## src/rtl/cmd_pkg.sv

```systemverilog
package cmd_pkg;

    // Byte and result widths
    localparam int DATA_W    = 8;              // One UART frame
    localparam int ALU_OUT_W = 16;             // Full ALU result

    typedef logic [DATA_W-1:0]    data_t;      // Received or transmitted byte
    typedef logic [ALU_OUT_W-1:0] alu_out_t;   // ALU result

    // Command bytes seen in idle
    localparam data_t CMD_RF_WR   = 8'hAA;     // Write: addr, data
    localparam data_t CMD_RF_RD   = 8'hBB;     // Read: addr
    localparam data_t CMD_ALU_OP  = 8'hCC;     // ALU: A, B, function
    localparam data_t CMD_ALU_NOP = 8'hDD;     // ALU on current reg 0/1: function

    // ALU function codes, low nibble of the function frame
    typedef enum logic [3:0] {
        FUN_ADD = 4'd0,
        FUN_SUB = 4'd1,
        FUN_MUL = 4'd2,
        FUN_DIV = 4'd3,
        FUN_AND = 4'd4,
        FUN_OR  = 4'd5,
        FUN_XOR = 4'd6,
        FUN_EQ  = 4'd7,
        FUN_GT  = 4'd8,
        FUN_SHR = 4'd9,
        FUN_SHL = 4'd10
    } alu_fun_e;

    // What the executor is asked to do
    typedef enum logic [1:0] {OP_WRITE, OP_READ, OP_ALU} op_kind_e;

    // Decoder to executor, 22 bits
    typedef struct packed {
        op_kind_e kind;
        data_t    addr;                        // Raw address byte
        data_t    data;                        // Write data
        alu_fun_e fun;
    } op_t;

    // Executor to serializer, 17 bits
    typedef struct packed {
        alu_out_t value;
        logic     two_bytes;                   // ALU result, else single read byte
    } rsp_t;

endpackage

```

## src/rtl/reg_file.sv

```systemverilog
`timescale 1ns/10ps

module reg_file import cmd_pkg::*; #(
    parameter int ADDR_WIDTH = 4
) (
    input  logic                  CLK,
    input  logic                  RST,
    input  logic                  wr_en,
    input  logic                  rd_en,
    input  logic [ADDR_WIDTH-1:0] addr,
    input  data_t                 wr_data,
    output data_t                 rd_data,   // Valid the cycle after rd_en
    output data_t                 reg0,      // ALU operand A
    output data_t                 reg1       // ALU operand B
);

    localparam int DEPTH = 2 ** ADDR_WIDTH;

    data_t mem [DEPTH];

    always_ff @(posedge CLK or negedge RST) begin
        if (!RST) begin
            for (int i = 0; i < DEPTH; i++) begin
                mem[i] <= '0;
            end
            rd_data <= '0;
        end else begin
            if (wr_en) begin
                mem[addr] <= wr_data;
            end
            // Registered read port
            if (rd_en) begin
                rd_data <= mem[addr];
            end
        end
    end

    // Operands seen by the ALU at all times
    assign reg0 = mem[0];
    assign reg1 = mem[1];

endmodule

```

## src/rtl/alu_unit.sv

```systemverilog
`timescale 1ns/10ps

module alu_unit import cmd_pkg::*; (
    input  data_t    opa,
    input  data_t    opb,
    input  alu_fun_e fun,
    output alu_out_t result
);

    alu_out_t a;
    alu_out_t b;

    // Both operands zero-extended to result width
    assign a = {{(ALU_OUT_W - DATA_W){1'b0}}, opa};
    assign b = {{(ALU_OUT_W - DATA_W){1'b0}}, opb};

    always_comb begin
        unique case (fun)
            FUN_ADD: result = a + b;
            FUN_SUB: result = a - b;                      // Wraps mod 2^16
            FUN_MUL: result = a * b;                      // 8x8 fits in 16
            FUN_DIV: begin
                if (b == '0) begin
                    result = '0;                          // Divide by zero gives 0
                end else begin
                    result = a / b;
                end
            end
            FUN_AND: result = a & b;
            FUN_OR:  result = a | b;
            FUN_XOR: result = a ^ b;
            FUN_EQ:  result = alu_out_t'(a == b);
            FUN_GT:  result = alu_out_t'(a > b);
            FUN_SHR: result = a >> 1;
            FUN_SHL: result = a << 1;                     // Bit 8 survives
            default: result = '0;                         // Codes 11..15
        endcase
    end

endmodule

```

## src/rtl/frame_decoder.sv

```systemverilog
`timescale 1ns/10ps

module frame_decoder import cmd_pkg::*; (
    input  logic  CLK,
    input  logic  RST,
    input  logic  rx_valid,     // One-cycle strobe per received byte
    input  data_t rx_data,
    output logic  op_valid,
    output op_t   op,
    input  logic  op_ready
);

    // Frame position within a command
    typedef enum logic [1:0] {S_IDLE, S_FIRST, S_SECOND, S_FUNC} state_e;
    // Command seen in idle
    typedef enum logic [1:0] {K_WR, K_RD, K_ALU} kind_e;

    state_e state_q, state_d;
    kind_e  kind_q, kind_d;
    data_t  waddr_q;            // Write address held until the data frame
    logic   waddr_en;
    logic   take;               // Byte is consumed this cycle
    logic   emit;               // Byte completes an operation
    op_t    op_d;

    // Drop bytes while an operation is stuck waiting for the executor
    assign take = rx_valid && !(op_valid && !op_ready);

    always_comb begin
        state_d   = state_q;
        kind_d    = kind_q;
        waddr_en  = 1'b0;
        emit      = 1'b0;
        op_d.kind = OP_WRITE;
        op_d.addr = rx_data;
        op_d.data = rx_data;
        op_d.fun  = alu_fun_e'(rx_data[3:0]);   // Only the low nibble counts
        if (take) begin
            unique case (state_q)
                S_IDLE: begin
                    case (rx_data)
                        CMD_RF_WR: begin
                            kind_d  = K_WR;
                            state_d = S_FIRST;
                        end
                        CMD_RF_RD: begin
                            kind_d  = K_RD;
                            state_d = S_FIRST;
                        end
                        CMD_ALU_OP: begin
                            kind_d  = K_ALU;
                            state_d = S_FIRST;
                        end
                        CMD_ALU_NOP: begin
                            kind_d  = K_ALU;
                            state_d = S_FUNC;   // No operand frames
                        end
                        default: ;              // Stray byte, stay idle
                    endcase
                end
                S_FIRST: begin
                    case (kind_q)
                        K_WR: begin
                            waddr_en = 1'b1;    // Address now, data next
                            state_d  = S_SECOND;
                        end
                        K_RD: begin
                            emit      = 1'b1;
                            op_d.kind = OP_READ;
                            state_d   = S_IDLE;
                        end
                        default: begin
                            emit      = 1'b1;   // Operand A into reg 0
                            op_d.addr = '0;
                            state_d   = S_SECOND;
                        end
                    endcase
                end
                S_SECOND: begin
                    emit = 1'b1;
                    if (kind_q == K_ALU) begin
                        op_d.addr = data_t'(1);   // Operand B into reg 1
                        state_d   = S_FUNC;
                    end else begin
                        op_d.addr = waddr_q;
                        state_d   = S_IDLE;
                    end
                end
                default: begin                    // Function frame
                    emit      = 1'b1;
                    op_d.kind = OP_ALU;
                    state_d   = S_IDLE;
                end
            endcase
        end
    end

    always_ff @(posedge CLK or negedge RST) begin
        if (!RST) begin
            state_q  <= S_IDLE;
            kind_q   <= K_WR;
            op_valid <= 1'b0;
        end else begin
            state_q <= state_d;
            kind_q  <= kind_d;
            if (emit) begin
                op_valid <= 1'b1;
            end else if (op_ready) begin
                op_valid <= 1'b0;               // Taken by the executor
            end
        end
    end

    // Payload only, qualified by op_valid
    always_ff @(posedge CLK) begin
        if (waddr_en) begin
            waddr_q <= rx_data;
        end
        if (emit) begin
            op <= op_d;
        end
    end

endmodule

```

## src/rtl/op_executor.sv

```systemverilog
`timescale 1ns/10ps

module op_executor import cmd_pkg::*; #(
    parameter int ADDR_WIDTH = 4
) (
    input  logic CLK,
    input  logic RST,
    input  logic op_valid,
    input  op_t  op,
    output logic op_ready,
    output logic rsp_valid,
    output rsp_t rsp,
    input  logic rsp_ready
);

    logic                  accept;
    logic                  wr_en;
    logic                  rd_en;
    logic [ADDR_WIDTH-1:0] addr;
    logic                  pend_q;       // Read or ALU op, result due next edge
    logic                  pend_alu_q;   // Pending op is ALU, else read
    alu_fun_e              pend_fun_q;
    data_t                 rd_data;
    data_t                 reg0;
    data_t                 reg1;
    alu_out_t              alu_result;

    // One response in the pipe at most
    assign op_ready = !pend_q && !rsp_valid;
    assign accept   = op_valid && op_ready;
    assign addr     = op.addr[ADDR_WIDTH-1:0];   // Upper address bits ignored
    assign wr_en    = accept && (op.kind == OP_WRITE);
    assign rd_en    = accept && (op.kind == OP_READ);

    reg_file #(
        .ADDR_WIDTH (ADDR_WIDTH)
    ) u_reg_file (
        .CLK     (CLK),
        .RST     (RST),
        .wr_en   (wr_en),
        .rd_en   (rd_en),
        .addr    (addr),
        .wr_data (op.data),
        .rd_data (rd_data),
        .reg0    (reg0),
        .reg1    (reg1)
    );

    alu_unit u_alu (
        .opa    (reg0),
        .opb    (reg1),
        .fun    (pend_fun_q),
        .result (alu_result)
    );

    always_ff @(posedge CLK or negedge RST) begin
        if (!RST) begin
            pend_q    <= 1'b0;
            rsp_valid <= 1'b0;
        end else begin
            pend_q <= accept && (op.kind != OP_WRITE);
            if (pend_q) begin
                rsp_valid <= 1'b1;
            end else if (rsp_ready) begin
                rsp_valid <= 1'b0;               // Serializer took it
            end
        end
    end

    always_ff @(posedge CLK) begin
        if (accept) begin
            pend_alu_q <= (op.kind == OP_ALU);
            pend_fun_q <= op.fun;
        end
        // Result register, loaded only while rsp_valid is low
        if (pend_q) begin
            rsp.two_bytes <= pend_alu_q;
            rsp.value     <= pend_alu_q ? alu_result : alu_out_t'(rd_data);
        end
    end

endmodule

```

## src/rtl/response_serializer.sv

```systemverilog
`timescale 1ns/10ps

module response_serializer import cmd_pkg::*; (
    input  logic  CLK,
    input  logic  RST,
    input  logic  rsp_valid,
    input  rsp_t  rsp,
    output logic  rsp_ready,
    input  logic  fifo_full,
    output logic  fifo_winc,
    output data_t fifo_wdata
);

    logic busy_q;      // Bytes left to write
    logic idx_q;       // 0 low byte, 1 high byte
    rsp_t rsp_q;

    assign rsp_ready = !busy_q;
    // Never write into a full FIFO
    assign fifo_winc  = busy_q && !fifo_full;
    assign fifo_wdata = idx_q ? rsp_q.value[ALU_OUT_W-1:DATA_W] : rsp_q.value[DATA_W-1:0];

    always_ff @(posedge CLK or negedge RST) begin
        if (!RST) begin
            busy_q <= 1'b0;
            idx_q  <= 1'b0;
        end else if (rsp_valid && rsp_ready) begin
            busy_q <= 1'b1;
            idx_q  <= 1'b0;                      // Low byte first
        end else if (fifo_winc) begin
            if (!idx_q && rsp_q.two_bytes) begin
                idx_q <= 1'b1;
            end else begin
                busy_q <= 1'b0;                  // Last byte out
                idx_q  <= 1'b0;
            end
        end
    end

    always_ff @(posedge CLK) begin
        if (rsp_valid && rsp_ready) begin
            rsp_q <= rsp;
        end
    end

endmodule

```

## src/rtl/cmd_proc_top.sv

```systemverilog
`timescale 1ns/10ps

module cmd_proc_top import cmd_pkg::*; #(
    parameter int ADDR_WIDTH = 4
) (
    input  logic  CLK,
    input  logic  RST,
    input  logic  rx_valid,
    input  data_t rx_data,
    input  logic  fifo_full,
    output logic  fifo_winc,
    output data_t fifo_wdata
);

    // Decode to execute
    logic op_valid;
    op_t  op;
    logic op_ready;
    // Execute to serialize
    logic rsp_valid;
    rsp_t rsp;
    logic rsp_ready;

    frame_decoder u_decoder (
        .CLK      (CLK),
        .RST      (RST),
        .rx_valid (rx_valid),
        .rx_data  (rx_data),
        .op_valid (op_valid),
        .op       (op),
        .op_ready (op_ready)
    );

    op_executor #(
        .ADDR_WIDTH (ADDR_WIDTH)
    ) u_executor (
        .CLK       (CLK),
        .RST       (RST),
        .op_valid  (op_valid),
        .op        (op),
        .op_ready  (op_ready),
        .rsp_valid (rsp_valid),
        .rsp       (rsp),
        .rsp_ready (rsp_ready)
    );

    response_serializer u_serializer (
        .CLK        (CLK),
        .RST        (RST),
        .rsp_valid  (rsp_valid),
        .rsp        (rsp),
        .rsp_ready  (rsp_ready),
        .fifo_full  (fifo_full),
        .fifo_winc  (fifo_winc),
        .fifo_wdata (fifo_wdata)
    );

endmodule

```

## config.mk

```make
export PLATFORM = sky130hd
export DESIGN_NAME = cmd_proc_top
export DESIGN_NICKNAME = d
export VERILOG_FILES = /design/src/rtl/cmd_pkg.sv /design/src/rtl/reg_file.sv /design/src/rtl/alu_unit.sv /design/src/rtl/frame_decoder.sv /design/src/rtl/op_executor.sv /design/src/rtl/response_serializer.sv /design/src/rtl/cmd_proc_top.sv
export SDC_FILE = /design/constraint.sdc
export NUM_CORES = 1
export LEC_CHECK = 0
export BUFFER_PORTS_ARGS = -buffer_cell sky130_fd_sc_hd__buf_2
export CAP_MARGIN = 20
export CORE_ASPECT_RATIO = 1.1
export CORE_MARGIN = 2
export CORE_UTILIZATION = 55
export DETAILED_ROUTE_END_ITERATION = 10
export GPL_ROUTABILITY_DRIVEN = 1
export PLACE_DENSITY_LB_ADDON = 0.15
export REMOVE_ABC_BUFFERS = 1
export SKIP_CTS_REPAIR_TIMING = 1
export SYNTH_ARGS = -nofsm -noshare
export SYNTH_HDL_FRONTEND = slang
export SYNTH_SLANG_ARGS = --single-unit
```

## constraint.sdc

```tcl
create_clock -name CLK -period 37.2 [get_ports CLK]
set_clock_uncertainty 0.2 [all_clocks]
set_input_delay 1.86 -clock CLK [delete_from_list [all_inputs] [get_ports CLK]]
set_output_delay 1.86 -clock CLK [all_outputs]
set_load 0.01 [all_outputs]
```

==> impl_results.md, run 1 <==
- Status: finished clean
- DRC viols: 0
- Largest stage delay, worst path: between 700 and 800 ps
- Unique cell type count in the Yosys netlist: approximately 100
- Number of global-route vias before repair: between 10,000 and 15,000
- TritonCTS clock tree: yes
- FF+latch count, synth: 202
- Endpoints failing setup: 0
- Commonest non-fill, non-tap cell in the layout: mux2_2
- FMAX: 0.03167 GHz
- Antenna Cells: 0
- Cells after synthesis: roughly 1,700
- Fillers: 2,636
- Mapped Area: between 15,000 and 20,000 sq um
- Antenna violations before repair: 1
- WS Path Type: reg2reg
- Final Max Tran Viols: 0
- Synth warn: 0
- Max-Cap Viols: 0
- Fraction of synthesis flops using an asynchronous set or reset pin: between 70% and 80%
- EDFF count, synth: between 50 and 60
- Final ANT Viol Nets: 0
- Std cell rows: 67
- Mean Syn Cell Area: just over 10 sq um
- Initial DRC count: 1,065
- Largest net degree at the start of global routing: 81
- GPL Wtd Cong: a little over 1
- Layout cell share with drive strength beyond 1: 18.80%
- Std-Cell Core Area: 30,600 sq um
- Die Span X: 172.7 um
- Final wirelength: 46.25 mm
- Clock root buffer: clkbuf_16
- Final nets: 1,929
- TritonCTS sink count: about 200
- Io pins: 21
- Final HPWL DP: 33.91 mm
- Vias: around 13,000
- Initial Util: around 56%
- DRT Pass-1 Iters: 6
- Min Clock Period, post-route: around 32,000 ps
- Max clock buf depth: 3
- Critical path startpoint category: flop
- CP max FO: 20
- Crit path arrival time: 31,630 ps
- Final count of hold timing violations: 0
- Relative slew slack: 28.93%
- Final setup TNS: 0 ps
- CTS buffer count: 22
- Post-synthesis sequential area ratio: just over 30%
- Most frequent cells in the layout: mux2_2 (167), ha_1 (166), nor2_1 (153)
- Fin crit share: between 80% and 90%
- IO buf count: 20
- Vias per cell: 6.250
- Buf+Inv Stages, Crit Path: 6
- Die area: 32,720 sq um
- Clk slew on worst S/H paths: 60 ps
- Tightest Pin Transition: about 1100 ps
- Routed length per instance: 21.58 um
- CTS H-Tree Depth: 1
- Die H: between 150 and 200 um
- RSZ-0062 raised after global routing: false
- Global-route wire length before repair: about 74 mm
- Gr ovfl total: 0
- Later-pin clock latency in the skew report: 510 ps
- Worst EP required: 37,250 ps
- Worst Setup End Kind: flop
- CP top delay family: compound AO/OA/AOI/OAI gates
- Area Overhead vs Synth: 7.300%
- Hold Crit Class: reg2reg
- Critical Path Most Common Cell: o21a_1
- Total global-route track usage: 28.56%
- Most common flop cell mapped by yosys: dfrtp_1
- Critical-path top delay cell: o31ai_1
[final cells by class]
type / instances / area, sq um / area share, %
Clock inverter: 5 / 42.54 / 0.2304
Timing Repair Buffer: 42 / 271.5 / 1.470
Tap cell: 414 / 518.0 / 2.805
Inverter: 112 / 420.4 / 2.277
Sequential cell: 202 / 5340 / 28.92
Clock buffer: 35 / 639.4 / 3.463
Multi-Input combinational cell: 1333 / 11230 / 60.83
[flip-flops by register name, summed over array words and instances, names as in the netlist, 2 cells and up]
signal / count
u_decoder.kind_q: 2
u_decoder.op: 14
u_decoder.state_q: 2
u_decoder.waddr_q: 4
u_executor.pend_fun_q: 4
u_executor.rsp: 17
u_executor.u_reg_file.mem: 112
u_executor.u_reg_file.rd_data: 8
u_executor.u_reg_file.reg0: 8
u_executor.u_reg_file.reg1: 8
u_serializer.rsp_q: 17
[layer usage]
metal	wire [um]	track usage, %	vias to the layer above
li1	-	-	6311
met4	2697	14.37	2
met1	19060	35.87	6526
met3	2345	3.233	150
met2	22130	49.14	405
met5	11	0	-
[stage by stage]
step	area (sq um)	utilization (%)	hold slack, ps	std cells	worst slack, ps
finish	18470	60.35	216.9	2143	5626
global route	18470	60.35	225.6	2143	2514
CTS	18460	60.32	219.7	2142	5854
detailed placement	17780	58.09	206.1	2102	6042
global placement	17780	58.09	201.6	2102	7150
floorplan	16990	-	200.3	1647	9323
[synth_stat cells (7+ instances only)]
cell / n / share of area [%]
xnor2_1: 31 / 1.6
nor2_1: 153 / 3.3
a21oi_1: 79 / 2.3
or3_1: 15 / 0.55
edfxtp_1: 57 / 9.9
fa_1: 38 / 4.4
inv_1: 109 / 2.4
nor3_1: 51 / 1.5
nand4_1: 7 / 0.25
o21ai_0: 56 / 1.6
mux2_2: 167 / 11
nor2b_1: 19 / 0.69
and2_1: 9 / 0.33
mux2i_1: 14 / 0.81
a211oi_1: 7 / 0.31
o211ai_1: 18 / 0.79
o21a_1: 44 / 1.9
nor4_1: 9 / 0.33
nand2_1: 118 / 2.6
o31ai_1: 14 / 0.61
o21ai_1: 8 / 0.23
a31oi_1: 16 / 0.58
ha_1: 166 / 12
or2_2: 11 / 0.40
dfrtp_1: 145 / 21
nand3_1: 21 / 0.61
o22ai_1: 17 / 0.62
o21bai_1: 17 / 0.74
mux4_2: 40 / 5.2
xor2_1: 13 / 0.66
nor3b_1: 7 / 0.31
clkbuf_1: 42 / 0.92
a21o_1: 21 / 0.92
nand2b_1: 12 / 0.44
[cells by family (layout without fill, tap and decap cells)]
group | after synthesis | count (layout) | share of synthesized area (%)
AND/OR/NAND/NOR | 460 | 460 | 12.80
other | 1 | 8 | 0.02179
AO/OA/AOI/OAI | 391 | 391 | 16.24
flip-flops | 202 | 202 | 31.03
buffers and inverters | 168 | 194 | 3.875
adder cells (fa/ha/maj) | 204 | 204 | 16.49
multiplexers | 226 | 226 | 17.30
XOR/XNOR | 44 | 44 | 2.239
[worst reg2reg max path: cells and delay by family (launching register included)]
kind,cells,cell delay [ps]
flip-flops,1,610
AO/OA/AOI/OAI,73,15940
AND/OR/NAND/NOR,34,7400
adder cells (fa/ha/maj),15,4530
multiplexers,6,1900
buffers and inverters,6,790
[path summary, 6_finish.rpt]
check	startpoint	endpoint	slack [ps]	cells past startpoint
hold reg to reg	u_executor.rsp[2]	u_serializer.rsp_q[2]	220	0
hold / removal	u_executor.rsp[2]	u_serializer.rsp_q[2]	220	0
min in group asynchronous	RST	u_decoder.kind_q[1]	1160	1
setup / recovery	u_executor.u_reg_file.reg1[0]	u_executor.rsp[1]	5630	134
max in group asynchronous	RST	u_executor.u_reg_file.mem[43]	34260	2
setup reg to reg	u_executor.u_reg_file.reg1[0]	u_executor.rsp[1]	5630	134
Power of run 1 is not shown: default switching activity piles up to over one toggle a cycle in this logic, so the estimate is an artifact.
==> run 2: changes to the inputs <==
clock period = 26.7 ns   (was 37.2 ns; I/O delays follow)
==> run 2 against run 1 <==
  * Register-to-register slack worse by 4600 ps
  * Maximum frequency up 23%
  * Critical endpoint unchanged
  * Core utilization up 5.0 points
  * Global-route usage down 0.36 points
  * Cell count up 4.7%
  * First-iteration DRC count down 2.8%
  * Worst hold slack worse by 3.0 ps
  * Clock-buffer cell count down 5
==> impl_results.md, run 2 (synthesis gave the netlist of run 1 again) <==
- Antenna violations before repair: 0
- CP top delay family: compound AO/OA/AOI/OAI gates
- Std cell rows: 67
- Largest regs: u_executor.u_reg_file.mem (112), u_executor.rsp (17), u_serializer.rsp_q (17)
- TritonCTS sink count: 202
- R2r worst-path depth: ~130
- Largest net degree at the start of global routing: 80
- Register area: approximately 5300 sq um
- Max-Cap Viols: 0
- Fillers: 2,417
- Critical path endpoint: u_executor.rsp[1]
- Status: finished clean
- Most frequent cells in the layout: mux2_2 (163), ha_1 (147), dfrtp_1 (145)
- Io pins: 21
- Reg2reg start: u_executor.u_reg_file.reg1[5]
- Antenna Cells: 0
- Final nets: 2,029
- Vias per cell: 6.250
- Buf+Inv Stages, Crit Path: 4
- Total global-route track usage: 28.20%
- Fin crit share: a little over nine tenths
- Tightest Pin Transition: between 900 and 1000 ps
- WS Path Type: reg2reg
- Final HPWL DP: 33.64 mm
- Global-route wire length before repair: 73.72 mm
- Worst Setup End Kind: flop
- Critical-path top delay cell: or4_4
- CTS buffer count: 22
- Commonest non-fill, non-tap cell in the layout: mux2_2
- Vias: 14,020
- Final setup TNS: 0 ps
- Number of global-route vias before repair: approximately 14,000
- Relative slew slack: 33.56%
- CP max FO: 7
- Die area: 32,720 sq um
- Endpoints failing setup: 0
- Die Span X: 172.7 um
- Crit path arrival time: ~26,000 ps
- Clock root buffer: clkbuf_16
- Final wirelength: around 48 mm
- Max reg flops: 112
- Fin cells: between 2,000 and 2,500
- Later-pin clock latency in the skew report: 510 ps
- Routed length per instance: 21.26 um
- Largest stage delay, worst path: 580 ps
- TritonCTS clock tree: yes
- Max clock buf depth: 3
- CP Depth: 133
- Final Max Tran Viols: 0
- DRC viols: 0
- Critical Path Most Common Cell: o21a_1
- Placed cells: between 2,000 and 2,500
- Layout cell share with drive strength beyond 1: 29.14%
- FMAX: 0.03888 GHz
- Critical path origin: u_executor.u_reg_file.reg1[5]
- Final count of hold timing violations: 0
- Critical path startpoint category: flop
- Min Clock Period, post-route: 25,720 ps
- FF-to-FF End: u_executor.rsp[1]
- Std-Cell Core Area: a little over 30,000 sq um
- Initial DRC count: 1,035
- Final ANT Viol Nets: 0
- Worst EP required: 26,750 ps
- DRT Pass-1 Iters: 5
- Flop2flop setup slack: 980 ps
- Clk slew on worst S/H paths: around 70 ps
- CTS H-Tree Depth: 1
- IO buf count: 20
- GPL Wtd Cong: 0.9532
- Hold Crit Class: reg2reg
- Initial Util: 56.24%
- Gr ovfl total: 0
- Area Overhead vs Synth: 16.26%
- Multi-input combinational cell area: 11,920 sq um
- Top reg by flops: u_executor.u_reg_file.mem
- Die H: 189.5 um
## run 2: worst min path at each step
stage                  startpoint                endpoint  cells past startpoint
6_report       u_executor.rsp[13]  u_serializer.rsp_q[13]                      0
4_1_cts        u_executor.rsp[13]  u_serializer.rsp_q[13]                      0
2_1_floorplan   u_executor.rsp[0]   u_serializer.rsp_q[0]                      0
5_1_grt        u_executor.rsp[13]  u_serializer.rsp_q[13]                      0
3_3_place_gp    u_executor.rsp[9]   u_serializer.rsp_q[9]                      0
3_5_place_dp   u_executor.rsp[13]  u_serializer.rsp_q[13]                      0
## run 2: final cells by class
class	instances	share of cell area (%)
Timing Repair Buffer	142	5.228
Sequential cell	202	26.69
Tap cell	414	2.589
Clock inverter	10	0.5691
Multi-Input combinational cell	1333	59.56
Inverter	112	2.101
Clock buffer	30	3.258
## run 2: stage by stage
| stage | setup WS, ps | hold slack [ps] | area [sq um] | util [%] |
|---|---|---|---|---|
| floorplan | -1177 | 200.3 | 16990 | - |
| global placement | 20.59 | 201.7 | 18200 | 59.48 |
| detailed placement | -782.7 | 207.4 | 18200 | 59.48 |
| CTS | -856.6 | 217.4 | 18960 | 61.98 |
| global route | -532.3 | 220.3 | 20010 | 65.39 |
| finish | 979.0 | 213.9 | 20010 | 65.39 |
## run 2: metal layers
layer  up-vias  global-route usage (%)  share of wire (%)
met2       395                   50.79                 51
li1       6496                       -                  -
met5         -                       0                  0
met1      6991                   35.33                 41
met4         0                   10.76                4.4
met3       136                   2.490                4.0
Power of run 2 is left out for the same reason.
